[config.mk]
export PLATFORM = sky130hd
export DESIGN_NAME = id_stage
export DESIGN_NICKNAME = d
export VERILOG_FILES = /design/src/hdl/decode_pkg.sv /design/src/hdl/isa_pkg.sv /design/src/hdl/decoder_1ri20.sv /design/src/hdl/decoder_2ri12.sv /design/src/hdl/decoder_3r.sv /design/src/hdl/decoder_i26.sv /design/src/hdl/id_stage.sv
export VERILOG_INCLUDE_DIRS = /design/src /design/src/hdl
export SDC_FILE = /design/constraint.sdc
export NUM_CORES = 1
export LEC_CHECK = 0
export BUFFER_PORTS_ARGS = -buffer_cell sky130_fd_sc_hd__buf_2
export CORE_MARGIN = 4
export CORE_UTILIZATION = 44
export DETAILED_ROUTE_END_ITERATION = 8
export GPL_TIMING_DRIVEN = 0
export PLACE_DENSITY = 0.76
export SETUP_SLACK_MARGIN = 0.1
export SYNTH_ARGS = -nofsm -noshare
export SYNTH_HDL_FRONTEND = slang
export SYNTH_SLANG_ARGS = --single-unit
[constraint.sdc]
create_clock -name clk -period 1.6 [get_ports clk]
set_input_delay 0 -clock clk [delete_from_list [all_inputs] [get_ports clk]]
set_output_delay 0 -clock clk [all_outputs]
set_load 0.01 [all_outputs]
[src/hdl/decode_params.svh]
`ifndef DECODE_PARAMS_SVH
`define DECODE_PARAMS_SVH

// Instruction word width
`define INSTR_W 32

// Program counter width
`define ADDR_W 32

// GPR index width, 32 registers
`define REG_NUM_LOG2 5

// GPR data width, also the decoded immediate width
`define REG_W 32

`endif

[src/hdl/decode_pkg.sv]
`include "decode_params.svh"

package decode_pkg;

    typedef logic [`REG_W-1:0] imm_t;

    // Port 1 index in the upper half, port 0 index in the lower half
    typedef logic [2*`REG_NUM_LOG2-1:0] reg_read_addr_t;

    // Exception code from the front end
    typedef logic [3:0] fetch_excp_t;

    typedef logic [7:0] excp_num_t;

    // Positions inside excp_num_t
    localparam int unsigned EXCP_INT       = 0;
    localparam int unsigned EXCP_FETCH_LSB = 1;
    localparam int unsigned EXCP_SYSCALL   = 5;
    localparam int unsigned EXCP_BREAK     = 6;
    localparam int unsigned EXCP_INE       = 7;

endpackage

[src/hdl/isa_pkg.sv]
`include "decode_params.svh"

package isa_pkg;

    typedef logic [`INSTR_W-1:0]      instr_t;
    typedef logic [`ADDR_W-1:0]       addr_t;
    typedef logic [`REG_NUM_LOG2-1:0] reg_idx_t;

    // One code per supported operation, zero means no operation
    typedef enum logic [7:0] {
        ALUOP_NOP       = 8'h00,
        ALUOP_ADD_W     = 8'h01,
        ALUOP_SUB_W     = 8'h02,
        ALUOP_SLT       = 8'h03,
        ALUOP_SLTU      = 8'h04,
        ALUOP_AND       = 8'h05,
        ALUOP_OR        = 8'h06,
        ALUOP_XOR       = 8'h07,
        ALUOP_BREAK     = 8'h08,
        ALUOP_SYSCALL   = 8'h09,
        ALUOP_SLTI      = 8'h0a,
        ALUOP_ADDI_W    = 8'h0b,
        ALUOP_ANDI      = 8'h0c,
        ALUOP_ORI       = 8'h0d,
        ALUOP_LD_W      = 8'h0e,
        ALUOP_ST_W      = 8'h0f,
        ALUOP_LU12I_W   = 8'h10,
        ALUOP_PCADDU12I = 8'h11,
        ALUOP_B         = 8'h12,
        ALUOP_BL        = 8'h13
    } aluop_e;

    // Execution unit class
    typedef enum logic [2:0] {
        ALUSEL_NOP       = 3'd0,
        ALUSEL_ARITH     = 3'd1,
        ALUSEL_LOGIC     = 3'd2,
        ALUSEL_MOVE      = 3'd3,
        ALUSEL_JUMP      = 3'd4,
        ALUSEL_LOADSTORE = 3'd5
    } alusel_e;

endpackage

[src/hdl/decoder_1ri20.sv]
`timescale 1ns/1ps

`include "decode_params.svh"

module decoder_1ri20 (
    input  isa_pkg::instr_t   instr_i,
    output logic              valid_o,
    output isa_pkg::aluop_e   aluop_o,
    output isa_pkg::alusel_e  alusel_o,
    output logic              reg_write_valid_o,
    output isa_pkg::reg_idx_t reg_write_addr_o,
    output logic              use_imm_o,
    output decode_pkg::imm_t  imm_o
);
    import isa_pkg::*;

    localparam logic [6:0] OPC_LU12I_W   = 7'h0a;
    localparam logic [6:0] OPC_PCADDU12I = 7'h0e;

    always_comb begin
        valid_o = 1'b1;
        case (instr_i[31:25])
            OPC_LU12I_W:   aluop_o = ALUOP_LU12I_W;
            OPC_PCADDU12I: aluop_o = ALUOP_PCADDU12I;
            default: begin
                valid_o = 1'b0;
                aluop_o = ALUOP_NOP;
            end
        endcase
    end

    assign alusel_o          = valid_o ? ALUSEL_MOVE : ALUSEL_NOP;
    assign reg_write_valid_o = valid_o;
    assign reg_write_addr_o  = valid_o ? instr_i[4:0] : '0;
    assign use_imm_o         = valid_o;
    // si20 placed at bit 12
    assign imm_o = valid_o ? {instr_i[24:5], {(`REG_W-20){1'b0}}} : '0;

endmodule

[src/hdl/decoder_2ri12.sv]
`timescale 1ns/1ps

`include "decode_params.svh"

module decoder_2ri12 (
    input  isa_pkg::instr_t            instr_i,
    output logic                       valid_o,
    output isa_pkg::aluop_e            aluop_o,
    output isa_pkg::alusel_e           alusel_o,
    output logic [1:0]                 reg_read_valid_o,
    output decode_pkg::reg_read_addr_t reg_read_addr_o,
    output logic                       reg_write_valid_o,
    output isa_pkg::reg_idx_t          reg_write_addr_o,
    output logic                       use_imm_o,
    output decode_pkg::imm_t           imm_o,
    output logic                       mem_load_o,
    output logic                       mem_store_o
);
    import isa_pkg::*;
    import decode_pkg::*;

    // Opcodes in instr[31:22]
    localparam logic [9:0] OPC_SLTI   = 10'h008;
    localparam logic [9:0] OPC_ADDI_W = 10'h00a;
    localparam logic [9:0] OPC_ANDI   = 10'h00d;
    localparam logic [9:0] OPC_ORI    = 10'h00e;
    localparam logic [9:0] OPC_LD_W   = 10'h0a2;
    localparam logic [9:0] OPC_ST_W   = 10'h0a6;

    reg_idx_t rd;
    reg_idx_t rj;
    imm_t     imm_sext;
    imm_t     imm_zext;
    logic     zext;

    assign rd = instr_i[4:0];
    assign rj = instr_i[9:5];

    assign imm_sext = {{(`REG_W-12){instr_i[21]}}, instr_i[21:10]};
    assign imm_zext = {{(`REG_W-12){1'b0}}, instr_i[21:10]};

    always_comb begin
        valid_o     = 1'b1;
        aluop_o     = ALUOP_NOP;
        alusel_o    = ALUSEL_NOP;
        zext        = 1'b0;
        mem_load_o  = 1'b0;
        mem_store_o = 1'b0;
        case (instr_i[31:22])
            OPC_SLTI: begin
                aluop_o  = ALUOP_SLTI;
                alusel_o = ALUSEL_ARITH;
            end
            OPC_ADDI_W: begin
                aluop_o  = ALUOP_ADDI_W;
                alusel_o = ALUSEL_ARITH;
            end
            // Logic immediates are zero-extended
            OPC_ANDI: begin
                aluop_o  = ALUOP_ANDI;
                alusel_o = ALUSEL_LOGIC;
                zext     = 1'b1;
            end
            OPC_ORI: begin
                aluop_o  = ALUOP_ORI;
                alusel_o = ALUSEL_LOGIC;
                zext     = 1'b1;
            end
            OPC_LD_W: begin
                aluop_o    = ALUOP_LD_W;
                alusel_o   = ALUSEL_LOADSTORE;
                mem_load_o = 1'b1;
            end
            OPC_ST_W: begin
                aluop_o     = ALUOP_ST_W;
                alusel_o    = ALUSEL_LOADSTORE;
                mem_store_o = 1'b1;
            end
            default: begin
                valid_o = 1'b0;
            end
        endcase
    end

    // Store data comes from rd on port 1
    assign reg_read_valid_o  = {mem_store_o, valid_o};
    assign reg_read_addr_o   = valid_o ? {(mem_store_o ? rd : reg_idx_t'(0)), rj} : '0;
    assign reg_write_valid_o = valid_o & ~mem_store_o;
    assign reg_write_addr_o  = reg_write_valid_o ? rd : '0;
    assign use_imm_o         = valid_o;
    assign imm_o             = !valid_o ? '0 : (zext ? imm_zext : imm_sext);

endmodule

[src/hdl/decoder_3r.sv]
`timescale 1ns/1ps

`include "decode_params.svh"

module decoder_3r (
    input  isa_pkg::instr_t            instr_i,
    output logic                       valid_o,
    output isa_pkg::aluop_e            aluop_o,
    output isa_pkg::alusel_e           alusel_o,
    output logic [1:0]                 reg_read_valid_o,
    output decode_pkg::reg_read_addr_t reg_read_addr_o,
    output logic                       reg_write_valid_o,
    output isa_pkg::reg_idx_t          reg_write_addr_o,
    output logic                       break_o,
    output logic                       syscall_o
);
    import isa_pkg::*;

    // Opcodes in instr[31:15]
    localparam logic [16:0] OPC_ADD_W   = 17'h00020;
    localparam logic [16:0] OPC_SUB_W   = 17'h00022;
    localparam logic [16:0] OPC_SLT     = 17'h00024;
    localparam logic [16:0] OPC_SLTU    = 17'h00025;
    localparam logic [16:0] OPC_AND     = 17'h00029;
    localparam logic [16:0] OPC_OR      = 17'h0002a;
    localparam logic [16:0] OPC_XOR     = 17'h0002b;
    localparam logic [16:0] OPC_BREAK   = 17'h00054;
    localparam logic [16:0] OPC_SYSCALL = 17'h00056;

    reg_idx_t rd;
    reg_idx_t rj;
    reg_idx_t rk;
    logic     alu_hit;

    assign rd = instr_i[0 +: `REG_NUM_LOG2];
    assign rj = instr_i[5 +: `REG_NUM_LOG2];
    assign rk = instr_i[10 +: `REG_NUM_LOG2];

    always_comb begin
        alu_hit   = 1'b1;
        aluop_o   = ALUOP_NOP;
        alusel_o  = ALUSEL_NOP;
        break_o   = 1'b0;
        syscall_o = 1'b0;
        case (instr_i[31:15])
            OPC_ADD_W: begin
                aluop_o  = ALUOP_ADD_W;
                alusel_o = ALUSEL_ARITH;
            end
            OPC_SUB_W: begin
                aluop_o  = ALUOP_SUB_W;
                alusel_o = ALUSEL_ARITH;
            end
            OPC_SLT: begin
                aluop_o  = ALUOP_SLT;
                alusel_o = ALUSEL_ARITH;
            end
            OPC_SLTU: begin
                aluop_o  = ALUOP_SLTU;
                alusel_o = ALUSEL_ARITH;
            end
            OPC_AND: begin
                aluop_o  = ALUOP_AND;
                alusel_o = ALUSEL_LOGIC;
            end
            OPC_OR: begin
                aluop_o  = ALUOP_OR;
                alusel_o = ALUSEL_LOGIC;
            end
            OPC_XOR: begin
                aluop_o  = ALUOP_XOR;
                alusel_o = ALUSEL_LOGIC;
            end
            // Traps touch no register
            OPC_BREAK: begin
                alu_hit = 1'b0;
                aluop_o = ALUOP_BREAK;
                break_o = 1'b1;
            end
            OPC_SYSCALL: begin
                alu_hit   = 1'b0;
                aluop_o   = ALUOP_SYSCALL;
                syscall_o = 1'b1;
            end
            default: begin
                alu_hit = 1'b0;
            end
        endcase
    end

    assign valid_o = alu_hit | break_o | syscall_o;

    // rj on port 0, rk on port 1, result to rd
    assign reg_read_valid_o  = alu_hit ? 2'b11 : 2'b00;
    assign reg_read_addr_o   = alu_hit ? {rk, rj} : '0;
    assign reg_write_valid_o = alu_hit;
    assign reg_write_addr_o  = alu_hit ? rd : '0;

endmodule

[src/hdl/decoder_i26.sv]
`timescale 1ns/1ps

`include "decode_params.svh"

module decoder_i26 (
    input  isa_pkg::instr_t   instr_i,
    output logic              valid_o,
    output isa_pkg::aluop_e   aluop_o,
    output isa_pkg::alusel_e  alusel_o,
    output logic              reg_write_valid_o,
    output isa_pkg::reg_idx_t reg_write_addr_o,
    output logic              use_imm_o,
    output decode_pkg::imm_t  imm_o
);
    import isa_pkg::*;

    localparam logic [5:0] OPC_B  = 6'h14;
    localparam logic [5:0] OPC_BL = 6'h15;

    always_comb begin
        valid_o = 1'b1;
        case (instr_i[31:26])
            OPC_B:  aluop_o = ALUOP_B;
            OPC_BL: aluop_o = ALUOP_BL;
            default: begin
                valid_o = 1'b0;
                aluop_o = ALUOP_NOP;
            end
        endcase
    end

    assign alusel_o = valid_o ? ALUSEL_JUMP : ALUSEL_NOP;

    // BL links into r1
    assign reg_write_valid_o = (aluop_o == ALUOP_BL);
    assign reg_write_addr_o  = reg_write_valid_o ? reg_idx_t'(1) : '0;
    assign use_imm_o         = valid_o;

    // offs26 = {instr[9:0], instr[25:10]}, word offset
    assign imm_o = valid_o ?
        {{(`REG_W-28){instr_i[9]}}, instr_i[9:0], instr_i[25:10], 2'b00} : '0;

endmodule

[src/hdl/id_stage.sv]
`timescale 1ns/1ps

module id_stage (
    input  logic                       clk,
    input  logic                       rst_n_i,
    // Instruction buffer side
    input  logic                       ib_valid_i,
    output logic                       ib_ready_o,
    input  isa_pkg::addr_t             ib_pc_i,
    input  isa_pkg::instr_t            ib_instr_i,
    input  logic                       ib_excp_i,
    input  decode_pkg::fetch_excp_t    ib_excp_num_i,
    input  logic                       has_int_i,
    // Dispatch side
    output logic                       ds_valid_o,
    input  logic                       ds_ready_i,
    output isa_pkg::addr_t             ds_pc_o,
    output isa_pkg::instr_t            ds_instr_o,
    output isa_pkg::aluop_e            ds_aluop_o,
    output isa_pkg::alusel_e           ds_alusel_o,
    output logic [1:0]                 ds_reg_read_valid_o,
    output decode_pkg::reg_read_addr_t ds_reg_read_addr_o,
    output logic                       ds_reg_write_valid_o,
    output isa_pkg::reg_idx_t          ds_reg_write_addr_o,
    output logic                       ds_use_imm_o,
    output decode_pkg::imm_t           ds_imm_o,
    output logic                       ds_mem_load_o,
    output logic                       ds_mem_store_o,
    output logic                       ds_excp_o,
    output decode_pkg::excp_num_t      ds_excp_num_o
);
    import isa_pkg::*;
    import decode_pkg::*;

    // 3R results
    logic           r3_valid;
    aluop_e         r3_aluop;
    alusel_e        r3_alusel;
    logic [1:0]     r3_rd_valid;
    reg_read_addr_t r3_rd_addr;
    logic           r3_wr_valid;
    reg_idx_t       r3_wr_addr;
    logic           r3_break;
    logic           r3_syscall;

    // 2RI12 results
    logic           i12_valid;
    aluop_e         i12_aluop;
    alusel_e        i12_alusel;
    logic [1:0]     i12_rd_valid;
    reg_read_addr_t i12_rd_addr;
    logic           i12_wr_valid;
    reg_idx_t       i12_wr_addr;
    logic           i12_use_imm;
    imm_t           i12_imm;
    logic           i12_load;
    logic           i12_store;

    // 1RI20 results
    logic           i20_valid;
    aluop_e         i20_aluop;
    alusel_e        i20_alusel;
    logic           i20_wr_valid;
    reg_idx_t       i20_wr_addr;
    logic           i20_use_imm;
    imm_t           i20_imm;

    // I26 results
    logic           i26_valid;
    aluop_e         i26_aluop;
    alusel_e        i26_alusel;
    logic           i26_wr_valid;
    reg_idx_t       i26_wr_addr;
    logic           i26_use_imm;
    imm_t           i26_imm;

    logic           accept;
    logic           excp_ine;
    excp_num_t      excp_num_d;

    decoder_3r u_decoder_3r (
        .instr_i           (ib_instr_i),
        .valid_o           (r3_valid),
        .aluop_o           (r3_aluop),
        .alusel_o          (r3_alusel),
        .reg_read_valid_o  (r3_rd_valid),
        .reg_read_addr_o   (r3_rd_addr),
        .reg_write_valid_o (r3_wr_valid),
        .reg_write_addr_o  (r3_wr_addr),
        .break_o           (r3_break),
        .syscall_o         (r3_syscall)
    );

    decoder_2ri12 u_decoder_2ri12 (
        .instr_i           (ib_instr_i),
        .valid_o           (i12_valid),
        .aluop_o           (i12_aluop),
        .alusel_o          (i12_alusel),
        .reg_read_valid_o  (i12_rd_valid),
        .reg_read_addr_o   (i12_rd_addr),
        .reg_write_valid_o (i12_wr_valid),
        .reg_write_addr_o  (i12_wr_addr),
        .use_imm_o         (i12_use_imm),
        .imm_o             (i12_imm),
        .mem_load_o        (i12_load),
        .mem_store_o       (i12_store)
    );

    decoder_1ri20 u_decoder_1ri20 (
        .instr_i           (ib_instr_i),
        .valid_o           (i20_valid),
        .aluop_o           (i20_aluop),
        .alusel_o          (i20_alusel),
        .reg_write_valid_o (i20_wr_valid),
        .reg_write_addr_o  (i20_wr_addr),
        .use_imm_o         (i20_use_imm),
        .imm_o             (i20_imm)
    );

    decoder_i26 u_decoder_i26 (
        .instr_i           (ib_instr_i),
        .valid_o           (i26_valid),
        .aluop_o           (i26_aluop),
        .alusel_o          (i26_alusel),
        .reg_write_valid_o (i26_wr_valid),
        .reg_write_addr_o  (i26_wr_addr),
        .use_imm_o         (i26_use_imm),
        .imm_o             (i26_imm)
    );

    // No group claimed the word
    assign excp_ine = ~(r3_valid | i12_valid | i20_valid | i26_valid);

    always_comb begin
        excp_num_d = '0;
        excp_num_d[EXCP_INT] = has_int_i;
        excp_num_d[EXCP_FETCH_LSB +: $bits(fetch_excp_t)] = ib_excp_num_i;
        excp_num_d[EXCP_SYSCALL] = r3_syscall;
        excp_num_d[EXCP_BREAK] = r3_break;
        excp_num_d[EXCP_INE] = excp_ine;
    end

    // One-entry output register
    assign ib_ready_o = ~ds_valid_o | ds_ready_i;
    assign accept     = ib_valid_i & ib_ready_o;

    always_ff @(posedge clk or negedge rst_n_i) begin
        if (!rst_n_i) begin
            ds_valid_o <= 1'b0;
        end else if (accept) begin
            ds_valid_o <= 1'b1;
        end else if (ds_ready_i) begin
            ds_valid_o <= 1'b0;
        end
    end

    // Sub-decoders drive zeros unless they match, so OR merges them
    always_ff @(posedge clk or negedge rst_n_i) begin
        if (!rst_n_i) begin
            ds_pc_o              <= '0;
            ds_instr_o           <= '0;
            ds_aluop_o           <= ALUOP_NOP;
            ds_alusel_o          <= ALUSEL_NOP;
            ds_reg_read_valid_o  <= '0;
            ds_reg_read_addr_o   <= '0;
            ds_reg_write_valid_o <= 1'b0;
            ds_reg_write_addr_o  <= '0;
            ds_use_imm_o         <= 1'b0;
            ds_imm_o             <= '0;
            ds_mem_load_o        <= 1'b0;
            ds_mem_store_o       <= 1'b0;
            ds_excp_o            <= 1'b0;
            ds_excp_num_o        <= '0;
        end else if (accept) begin
            ds_pc_o              <= ib_pc_i;
            ds_instr_o           <= ib_instr_i;
            ds_aluop_o           <= aluop_e'(r3_aluop | i12_aluop | i20_aluop | i26_aluop);
            ds_alusel_o          <= alusel_e'(r3_alusel | i12_alusel | i20_alusel | i26_alusel);
            ds_reg_read_valid_o  <= r3_rd_valid | i12_rd_valid;
            ds_reg_read_addr_o   <= r3_rd_addr | i12_rd_addr;
            ds_reg_write_valid_o <= r3_wr_valid | i12_wr_valid | i20_wr_valid | i26_wr_valid;
            ds_reg_write_addr_o  <= r3_wr_addr | i12_wr_addr | i20_wr_addr | i26_wr_addr;
            ds_use_imm_o         <= i12_use_imm | i20_use_imm | i26_use_imm;
            ds_imm_o             <= i12_imm | i20_imm | i26_imm;
            ds_mem_load_o        <= i12_load;
            ds_mem_store_o       <= i12_store;
            // Unknown words still go out as a NOP that carries INE
            ds_excp_o            <= (|excp_num_d) | ib_excp_i;
            ds_excp_num_o        <= excp_num_d;
        end
    end

endmodule

==> results of run 1 <==
kinds of logic after synthesis:
kind of cell	after synthesis	synth area share (%)
flops	135	59.7
xor+xnor	2	0.310
buf+inv	46	3.38
compound gates	98	12.8
other cells	1	0.0663
mux	1	0.199
simple gates	329	23.6
how the worst max path moves through the flow:
stage | cells past startpoint | slack [ps] | from | to
3_3_place_gp | 1 | -1360 | rst_n_i | ds_pc_o[15]
2_1_floorplan | 6 | 20 | ib_instr_i[26] | ds_excp_o
4_1_cts | 7 | 100 | ib_instr_i[26] | ds_reg_read_addr_o[4]
3_5_place_dp | 7 | -450 | ib_instr_i[30] | ds_alusel_o[2]
6_report | 7 | 90 | ib_instr_i[28] | ds_excp_o
5_1_grt | 7 | 80 | ib_instr_i[28] | ds_excp_o
per-layer routing:
layer	global-route usage [%]	wire, um	vias up	part of all wire (%)
met5	0	0	-	0
met4	12.5	625	0	3.2
met3	8.58	1660	53	8.4
met2	44.2	9700	284	49
met1	33.3	7800	2707	39
li1	-	-	2649	-
layout make-up:
type                       count  share of cell area [%]
sequential                   135                    39.2
multi-input combinational    433                    26.2
timing repair buffer         278                    20.9
clock buffer                  20                    5.18
buffer                        45                    3.63
tap                          172                    2.50
clock inverter                12                    2.31
inverter                       1                  0.0435
antenna                        1                  0.0290
where the power goes:
part | switching, mW | total (mW) | internal [mW]
sequential | 0.197 | 3.98 | 3.78
clock | 1.49 | 4.30 | 2.81
combinational | 0.995 | 1.72 | 0.726
worst reg2reg max path, stage by stage (launching register included):
cell and delay [ps]:
dfrtp_1 390, nand2b_4 90, and2_1 180, buf_6 140, clkbuf_8 180, buf_4 180
nand2_1 130, nand2_1 60
sequential cells by signal, summed over array words and instances, names as in the netlist:
register and count:
ds_excp_num_o 8, ds_aluop_o 5, ds_instr_o 32, ds_reg_read_addr_o 10, ds_imm_o 32, ds_mem_load_o 1, ds_excp_o 1, ds_reg_read_valid_o 2
ds_pc_o 32, ds_valid_o 1, ds_reg_write_valid_o 1, ds_reg_write_addr_o 5, ds_mem_store_o 1, ds_alusel_o 3, ds_use_imm_o 1
synth_stat cells, types with 2 or more instances:
cell type / instances / area share, %
o21ai_0: 11 / 0.97
a221o_1: 5 / 0.88
and2_1: 2 / 0.22
dfrtp_1: 135 / 60
a221oi_1: 10 / 1.5
and3b_1: 2 / 0.31
xnor2_1: 2 / 0.31
a211o_1: 3 / 0.46
buf_4: 4 / 0.53
nor4_1: 3 / 0.33
a22o_1: 6 / 0.93
or3_1: 2 / 0.22
clkbuf_1: 37 / 2.5
a41oi_1: 2 / 0.31
a21o_1: 2 / 0.27
a31oi_1: 10 / 1.1
nor2_1: 71 / 4.7
nand2b_1: 3 / 0.33
buf_2: 3 / 0.27
and3_1: 2 / 0.22
or3b_2: 3 / 0.46
a22oi_1: 15 / 2.0
o31ai_1: 2 / 0.27
nand2_1: 223 / 15
nor3_1: 9 / 0.80
a21oi_1: 21 / 1.9
through the flow:
| stage | TNS [ps] | util [%] | hold slack (ps) | instance area (um2) |
|---|---|---|---|---|
| floorplan | 0 | - | -296 | 5720 |
| global placement | -224000 | 55.1 | 189 | 6950 |
| detailed placement | -43720 | 55.3 | -66.3 | 6980 |
| CTS | 0 | 67.3 | 3.66 | 8490 |
| global route | 0 | 68.3 | 2.39 | 8620 |
| finish | 0 | 68.3 | 8.14 | 8620 |
repair_timing:
action	4_1_cts	5_1_grt
setup buffers	1	3
endpoints found under the hold margin	241	0
hold buffers	71	0
pin swaps	1	5
resized for setup	36	59
endpoints found under the setup margin	133	128
==> impl_metrics.toml, run 1 <==
[status]
status = "finished clean"

[route]
drt-total-wl_um = 19800
routed-via-count = 5693
drt_pass1_iterations = 5
first_iter_violations = 388
wl_per_cell_um = 18.0
drc = 0
ant_nets = 0
avgViaCountPerCell = 5.19

[global_route]
overflow = 0
grt_pass1_vias = 5705
grt_max_degree = 96
antenna_found_initial = 0
grt_use_total_pct = 27.3
grt_pass1_wl_um = 30600

[pwr]
total_power_mw = 10.0
cellPowerDensity_mw_per_mm2 = 1160
cellLeakagePower_nw = 4.44
peakVddDrop_uv = 867

[placed_design]
pre_cts_ws_ps = -446
post-dp-hpwl_um = 12800
place_congestion = 0.924
dp_cells = 989
io_buffers = 202

[clocking]
h-tree-depth = 4
cts_tree = "yes"
cts_buffer_depth = 2
cts_sinks = 135
clkTransAtPathRegs_ps = 60
cts-root-buf = "clkbuf_16"
cts_buffers = 17
clkLatencyLatePin_ps = 420

[sta]
grt_setup_unrepaired = "true"
fmax_ghz = 0.662
setup_ws_ps = 90.1
finalSetupViolations = 0
min_period_over_period_pct = 94.4
max_slew.worst_pin.slew_ps = 752
fin_crit_ps = 1510
final-hold-violation-count = 0
drv_slew = 0
max_slew_margin_pct = 49.8
finClkSkew_ps = 11.0

[finish]
regArea_mm2 = 0.00338
drive_gt1_share_pct = 33.4
final_nets = 985
finalNonFillerCells = 1097
final_common_cell = "nand2_1"
multi_input_area_mm2 = 0.00226
syn2layout_area_growth_pct = 52.4
final_cell_mix = "220 x nand2_1, 201 x buf_2, 135 x dfrtp_1"
fill_cells = 1000

[synthesis]
ys_ff_latch = 135
netlist_area_mm2 = 0.00566
synth_area_per_cell_um2 = 9.24
synth-async-reset-ratio_pct = 100
synth-edff-count = 0
seq_area_frac_synth_pct = 59.7
synthCells = 612
yosysWarnings = 0
ys.flop_type = "dfrtp_1"
ys_types = 50

[critical_path]
critical_path.top_delay_family = "compound AO/OA/AOI/OAI gates"
rr_startpoint = "ds_valid_o"
r2r_slack_ps = 150
crit_fanout = 6
r2r_end = "ds_instr_o[18]"
crit_chain = "buf_4 -> or4_4 -> buf_6 -> a2111oi_4 -> o21ai_4 -> and3_4 -> a211o_1"
critical_path.slowest_cell = "or4_4"
required_ps = 1900
worstPathArrival_ps = 1810
critical_path_class = "primary input to register"
max_stage_delay_ps = 530
start_kind = "primary input"
crit_buf_inv = 2
worstRegToRegCells = 7
end_kind = "register"

[min_path]
hp-start = "ib_instr_i[26]"
hold_path_end = "ds_reg_write_valid_o"
whs_path_depth = 3
hp-class = "primary input to register"

[floorplanning]
rows = 41
initial_core_util_pct = 44.8
die_area_mm2 = 0.0147
die_w_um = 121
ios = 213
coreArea_mm2 = 0.0126
dieHeight_um = 121

[run]
cap_violations = 0
No activity file was read; power rests on OpenSTA's default activity.
==> inputs of run 2 (changes only) <==
CORE_ASPECT_RATIO = 0.75   (was unset)
HOLD_SLACK_MARGIN = 0.03   (was unset)
==> impl_metrics.toml, run 2 (synthesis results as in run 1) <==
[placed_design]
placed_area_mm2 = 0.00698
place_congestion = 0.940
post-dp-hpwl_um = 13800
io_buffers = 202

[sta]
max_slew_margin_pct = 47.7
final-hold-violation-count = 0
finalSetupViolations = 0
drv_slew = 0
finClkSkew_ps = 5.94
fin_crit_ps = 1470
min_period_over_period_pct = 92.0
max_slew.worst_pin.slew_ps = 785
grt_setup_unrepaired = "true"
fmax_ghz = 0.679

[floorplanning]
dieHeight_um = 106
coreArea_mm2 = 0.0124
die_w_um = 139
ios = 213
rows = 35
initial_core_util_pct = 45.5
die_area_mm2 = 0.0148

[route]
first_iter_violations = 369
routed-via-count = 5787
ant_nets = 0
route.met3.wl_um = 1790
avgViaCountPerCell = 5.27
drt-total-wl_um = 20700
drt_pass1_iterations = 4
drc = 0
top_layer = "met4"
wl_met1_um = 9000
route.met2.wl_um = 9430
wl_per_cell_um = 18.8

[clocking]
clkTransAtPathRegs_ps = 60
cts_buffer_depth = 2
cts-root-buf = "clkbuf_16"
clkLatencyLatePin_ps = 410
cts_sinks = 135
cts_buffers = 17
cts_tree = "yes"
h-tree-depth = 4

[global_route]
antenna_found_initial = 0
grt_pass1_vias = 5684
grt_max_degree = 71
grt_pass1_wl_um = 31800
grt_use_total_pct = 27.7
overflow = 0

[finish]
final_common_cell = "nand2_1"
fin_area_mm2 = 0.00877
syn2layout_area_growth_pct = 55.0
largest_registers = "ds_imm_o: 32 flops, ds_instr_o: 32 flops, ds_pc_o: 32 flops"
num_antenna_cells = 0
final_cell_mix = "220 x nand2_1, 199 x buf_2, 135 x dfrtp_1"
drive_gt1_share_pct = 34.8
final_nets = 995

[pwr]
total_power_mw = 9.87
cellLeakagePower_nw = 4.50
cellPowerDensity_mw_per_mm2 = 1130
peakVddDrop_uv = 742

[critical_path]
worstRegToRegCells = 6
crit_buf_inv = 2
crit_chain = "nand2b_4 -> nand2_4 -> clkbuf_8 -> clkbuf_4 -> a221oi_2 -> nor2_1"
max_stage_delay_ps = 400
critical_path_class = "register to register"
rr_startpoint = "ds_valid_o"
worstPathArrival_ps = 1770
r2r_slack_ps = 130
critical_path.top_delay_family = "buffers and inverters"
required_ps = 1900
critical_path.slowest_cell = "dfrtp_1"
r2r_end = "ds_imm_o[7]"
startpoint = "ds_valid_o"
end_kind = "register"
crit_fanout = 10
start_kind = "register"

[status]
status = "finished clean"

[min_path]
hp-class = "primary input to register"
hold_path_end = "ds_instr_o[15]"
hp-start = "ib_instr_i[15]"
whs_path_depth = 3

[run]
cap_violations = 0
run 2: cell types whose count changed in the layout (fill, tap and decap cells not counted), moves of 2 or more:
| cell | change |
|---|---|
| buf_4 | +3 |
| clkbuf_1 | -4 |
| a221oi_1 | -2 |
| clkbuf_8 | +2 |
| buf_2 | -2 |
| a221oi_4 | +2 |
| clkbuf_2 | +2 |
| o21ai_1 | +4 |
| nor2_2 | +3 |
| o21ai_0 | -4 |
| dlygate4sd3_1 | +4 |
| nor2_1 | -3 |
| clkbuf_4 | +4 |
run 2: metal layers:
metal	global-route usage, %	vias to the layer above
met5	0	-
met4	7.96	0
met3	7.82	37
met2	43.3	270
met1	38.1	2820
li1	-	2660
run 2: final cells by class:
type                       count  area (um2)
buffer                        45         347
clock buffer                  19         443
clock inverter                12         176
fill                         967        3670
inverter                       1        3.75
multi-input combinational    433        2320
sequential                   135        3380
tap                          166         208
timing repair buffer         288        1890
run 2: worst register-to-register path, stage by stage (launching register included):
cell	delay [ps]
dfrtp_1	400
nand2b_4	110
nand2_4	110
clkbuf_8	200
clkbuf_4	230
a221oi_2	240
nor2_1	70
run 2: timing repair:
action,CTS,global route
gates resized for setup,52,59
hold buffers,71,4
hold endpoints to repair,175,3
setup endpoints to repair,134,91
pin swaps,5,7
buffers inserted,5,5
run 2: power by group:
part / internal (mW) / leakage (nW) / switching [mW] / total [mW]
clock: 2.64 / 0.299 / 1.48 / 4.12
combinational: 0.746 / 2.51 / 1.03 / 1.77
sequential: 3.78 / 1.68 / 0.198 / 3.98
run 2: metrics by stage:
stage / util [%] / TNS (ps) / hold slack, ps / worst slack, ps / instances
final: 70.5 / 0 / 31.5 / 128 / 1099
after global routing: 70.5 / 0 / 32.0 / 71.3 / 1099
after CTS: 68.7 / 0 / -8.17 / 93.2 / 1090
after detailed placement: 56.1 / -42850 / 39.5 / -493 / 983
after global placement: 55.8 / -216300 / 189 / -1330 / 982
after floorplan: - / 0 / -296 / 24.7 / 614
run 2: worst max path at each step:
stage	endpoint	cells after the start
floorplan	ds_excp_o	6
global placement	ds_pc_o[8]	1
detailed placement	ds_imm_o[25]	7
CTS	ds_imm_o[7]	7
global route	ds_imm_o[7]	6
finish	ds_imm_o[7]	6
==> inputs of run 3 (changes only) <==
CORE_UTILIZATION = 48   (was 44)
HOLD_SLACK_MARGIN = 0.15   (was 0.03)
PLACE_DENSITY = 0.77   (was 0.76)
SYNTH_HIERARCHICAL = 1   (was unset)
==> impl_metrics.toml, run 3 <==
[status]
status = "finished clean"

[finish]
fin_area_mm2 = 0.0112
largest_registers = "ds_imm_o: 32 flops, ds_instr_o: 32 flops, ds_pc_o: 32 flops"
post-route-util_pct = 69.8
final_common_cell = "buf_2"
syn2layout_area_growth_pct = 42.6
drive_gt1_share_pct = 46.8
final_nets = 1192
final_cell_mix = "213 x buf_2, 138 x dfrtp_1, 118 x a21oi_1"
finalNonFillerCells = 1342

[route]
wl_per_cell_um = 18.5
drt_pass1_iterations = 5
routed-via-count = 7105
ant_nets = 0
drc = 0
avgViaCountPerCell = 5.29
first_iter_violations = 571
drt-total-wl_um = 24800

[placed_design]
placed_area_mm2 = 0.00949
pre_cts_ws_ps = -527
post-dp-hpwl_um = 16400
dp_cells = 1218
place_congestion = 0.900
io_buffers = 212

[synthesis]
synth-edff-count = 0
synthCells = 758
synth_area_leader_cell = "dfrtp_1"
ys_types = 56
synth_area_leaders = "dfrtp_1 44%, buf_4 8.4%, a21oi_1 7.6%"
seq_area_frac_synth_pct = 43.9
ys_ff_latch = 138
yosysMostFrequentCell = "dfrtp_1"
synth_top_cell_area_share_pct = 43.9
synth_commonest_cells = "138 x dfrtp_1, 119 x a21oi_1, 88 x buf_4, 52 x nor3_1, 46 x and3_1"
synth-async-reset-ratio_pct = 100
netlist_area_mm2 = 0.00787
synth_area_per_cell_um2 = 10.4
ys.flop_type = "dfrtp_1"
yosysWarnings = 6

[critical_path]
crit_fanout = 10
worstRegToRegCells = 6
crit_chain = "clkbuf_4 -> buf_8 -> nand3b_1 -> a2111oi_4 -> buf_4 -> a21o_1 -> and2_1 -> nor4_1 -> a21oi_2"
rr_startpoint = "ds_valid_o"
r2r_end = "ds_instr_o[10]"
max_stage_delay_ps = 630
critical_path.slowest_cell = "nor4_1"
startpoint = "ib_instr_i[24]"
required_ps = 1890
end_kind = "register"
critical_path_class = "primary input to register"
r2r_slack_ps = 100
start_kind = "primary input"
crit_path_end = "ds_reg_write_valid_o"
worstPathArrival_ps = 1860

[pwr]
cellPowerDensity_mw_per_mm2 = 953
peakVddDrop_uv = 618
cellLeakagePower_nw = 5.48

[run]
cap_violations = 0

[global_route]
grt_pass1_vias = 6822
grt_max_degree = 79
antenna_found_initial = 0
grt_pass1_wl_um = 37800
grt_use_total_pct = 26.0
overflow = 0

[sta]
fmax_ghz = 0.636
finClkSkew_ps = 5.11
max_slew.worst_pin.slew_ps = 834
max_slew_margin_pct = 44.0
fin_crit_ps = 1570
drv_slew = 0
final-hold-violation-count = 0
grt_setup_unrepaired = "true"
setup_ws_ps = 27.0
fin_setup_tns_ps = 0
finalSetupViolations = 0
min_period_over_period_pct = 98.3

[clocking]
cts_buffers = 17
cts-root-buf = "clkbuf_16"
clkTransAtPathRegs_ps = 60
cts_tree = "yes"
h-tree-depth = 4
cts_sinks = 138
cts_buffer_depth = 2
clkLatencyLatePin_ps = 420

[floorplanning]
initial_core_util_pct = 49.0
ios = 213
coreArea_mm2 = 0.0161
rows = 40
dieHeight_um = 119
die_w_um = 156
die_area_mm2 = 0.0185

[min_path]
hp-class = "primary input to register"
[run 3: cell types whose count changed in the layout (fill, tap and decap cells not counted), moves of 29 or more]
cell	previous run	this run
mux2_4	0	30
inv_1	1	30
nor2_1	67	17
a21oi_1	20	118
and3_1	0	46
mux2_2	1	43
conb_1	3	41
nor3_1	6	41
nand2_1	220	24
buf_4	18	92
[run 3: final cells by class]
type                       count  area (um2)
inverter                      31         116
clock buffer                  19         443
antenna                        1        2.50
buffer                       134        1100
timing repair buffer         302        2040
sequential                   138        3450
tap                          210         263
clock inverter                13         166
multi-input combinational    494        3630
fill                        1221        4850
[run 3: cells by family after synthesis]
logic type      Yosys count  share of synthesized area [%]
compound gates          141                           10.3
xor+xnor                  1                          0.111
buf+inv                 166                           14.2
flops                   138                           43.9
mux                      74                           12.0
other cells               4                          0.191
simple gates            234                           19.3
[run 3: worst min-delay path by stage]
stage                        start                to  slack [ps]  depth (start not counted)
floorplan                  rst_n_i     ds_aluop_o[0]        -300                          0
global placement        ib_pc_i[1]        ds_pc_o[1]         230                          2
detailed placement         rst_n_i     ds_instr_o[8]          10                          1
CTS                     ib_valid_i  ds_excp_num_o[6]         150                          3
global route        ib_instr_i[24]      ds_imm_o[31]         170                          4
finish                  ib_valid_i  ds_excp_num_o[3]         160                          3
[run 3: critical path, delay by kind of cell]
kind | cells | cell delay (ps)
buffers and inverters | 3 | 460
AND/OR/NAND/NOR | 3 | 950
AO/OA/AOI/OAI | 3 | 440
[run 3: routing by layer]
metal / vias to the layer above / wire (um) / track usage, %
li1: 3305 / - / -
met1: 3447 / 10700 / 37.4
met2: 320 / 11400 / 39.1
met3: 33 / 2420 / 6.94
met4: 0 / 365 / 6.56
met5: - / 0 / 0
[run 3: where the power goes]
part,switching (mW),internal (mW)
clock network,1.56,2.50
registers,0.247,3.94
logic,1.25,1.19
[run 3: metrics by stage]
step,hold slack [ps],power (mW)
global placement,230,6.35
floorplan,-296,5.45
finish,164,10.7
CTS,153,10.7
global route,172,11.2
detailed placement,14.7,6.41
[run 3: repair_timing]
action	4_1_cts	5_1_grt
resized for setup	20	31
hold endpoints to repair	248	0
hold buffers	75	0
setup endpoints to repair	73	194
pin swaps	2	6
cloned	1	6
buffers inserted	1	9
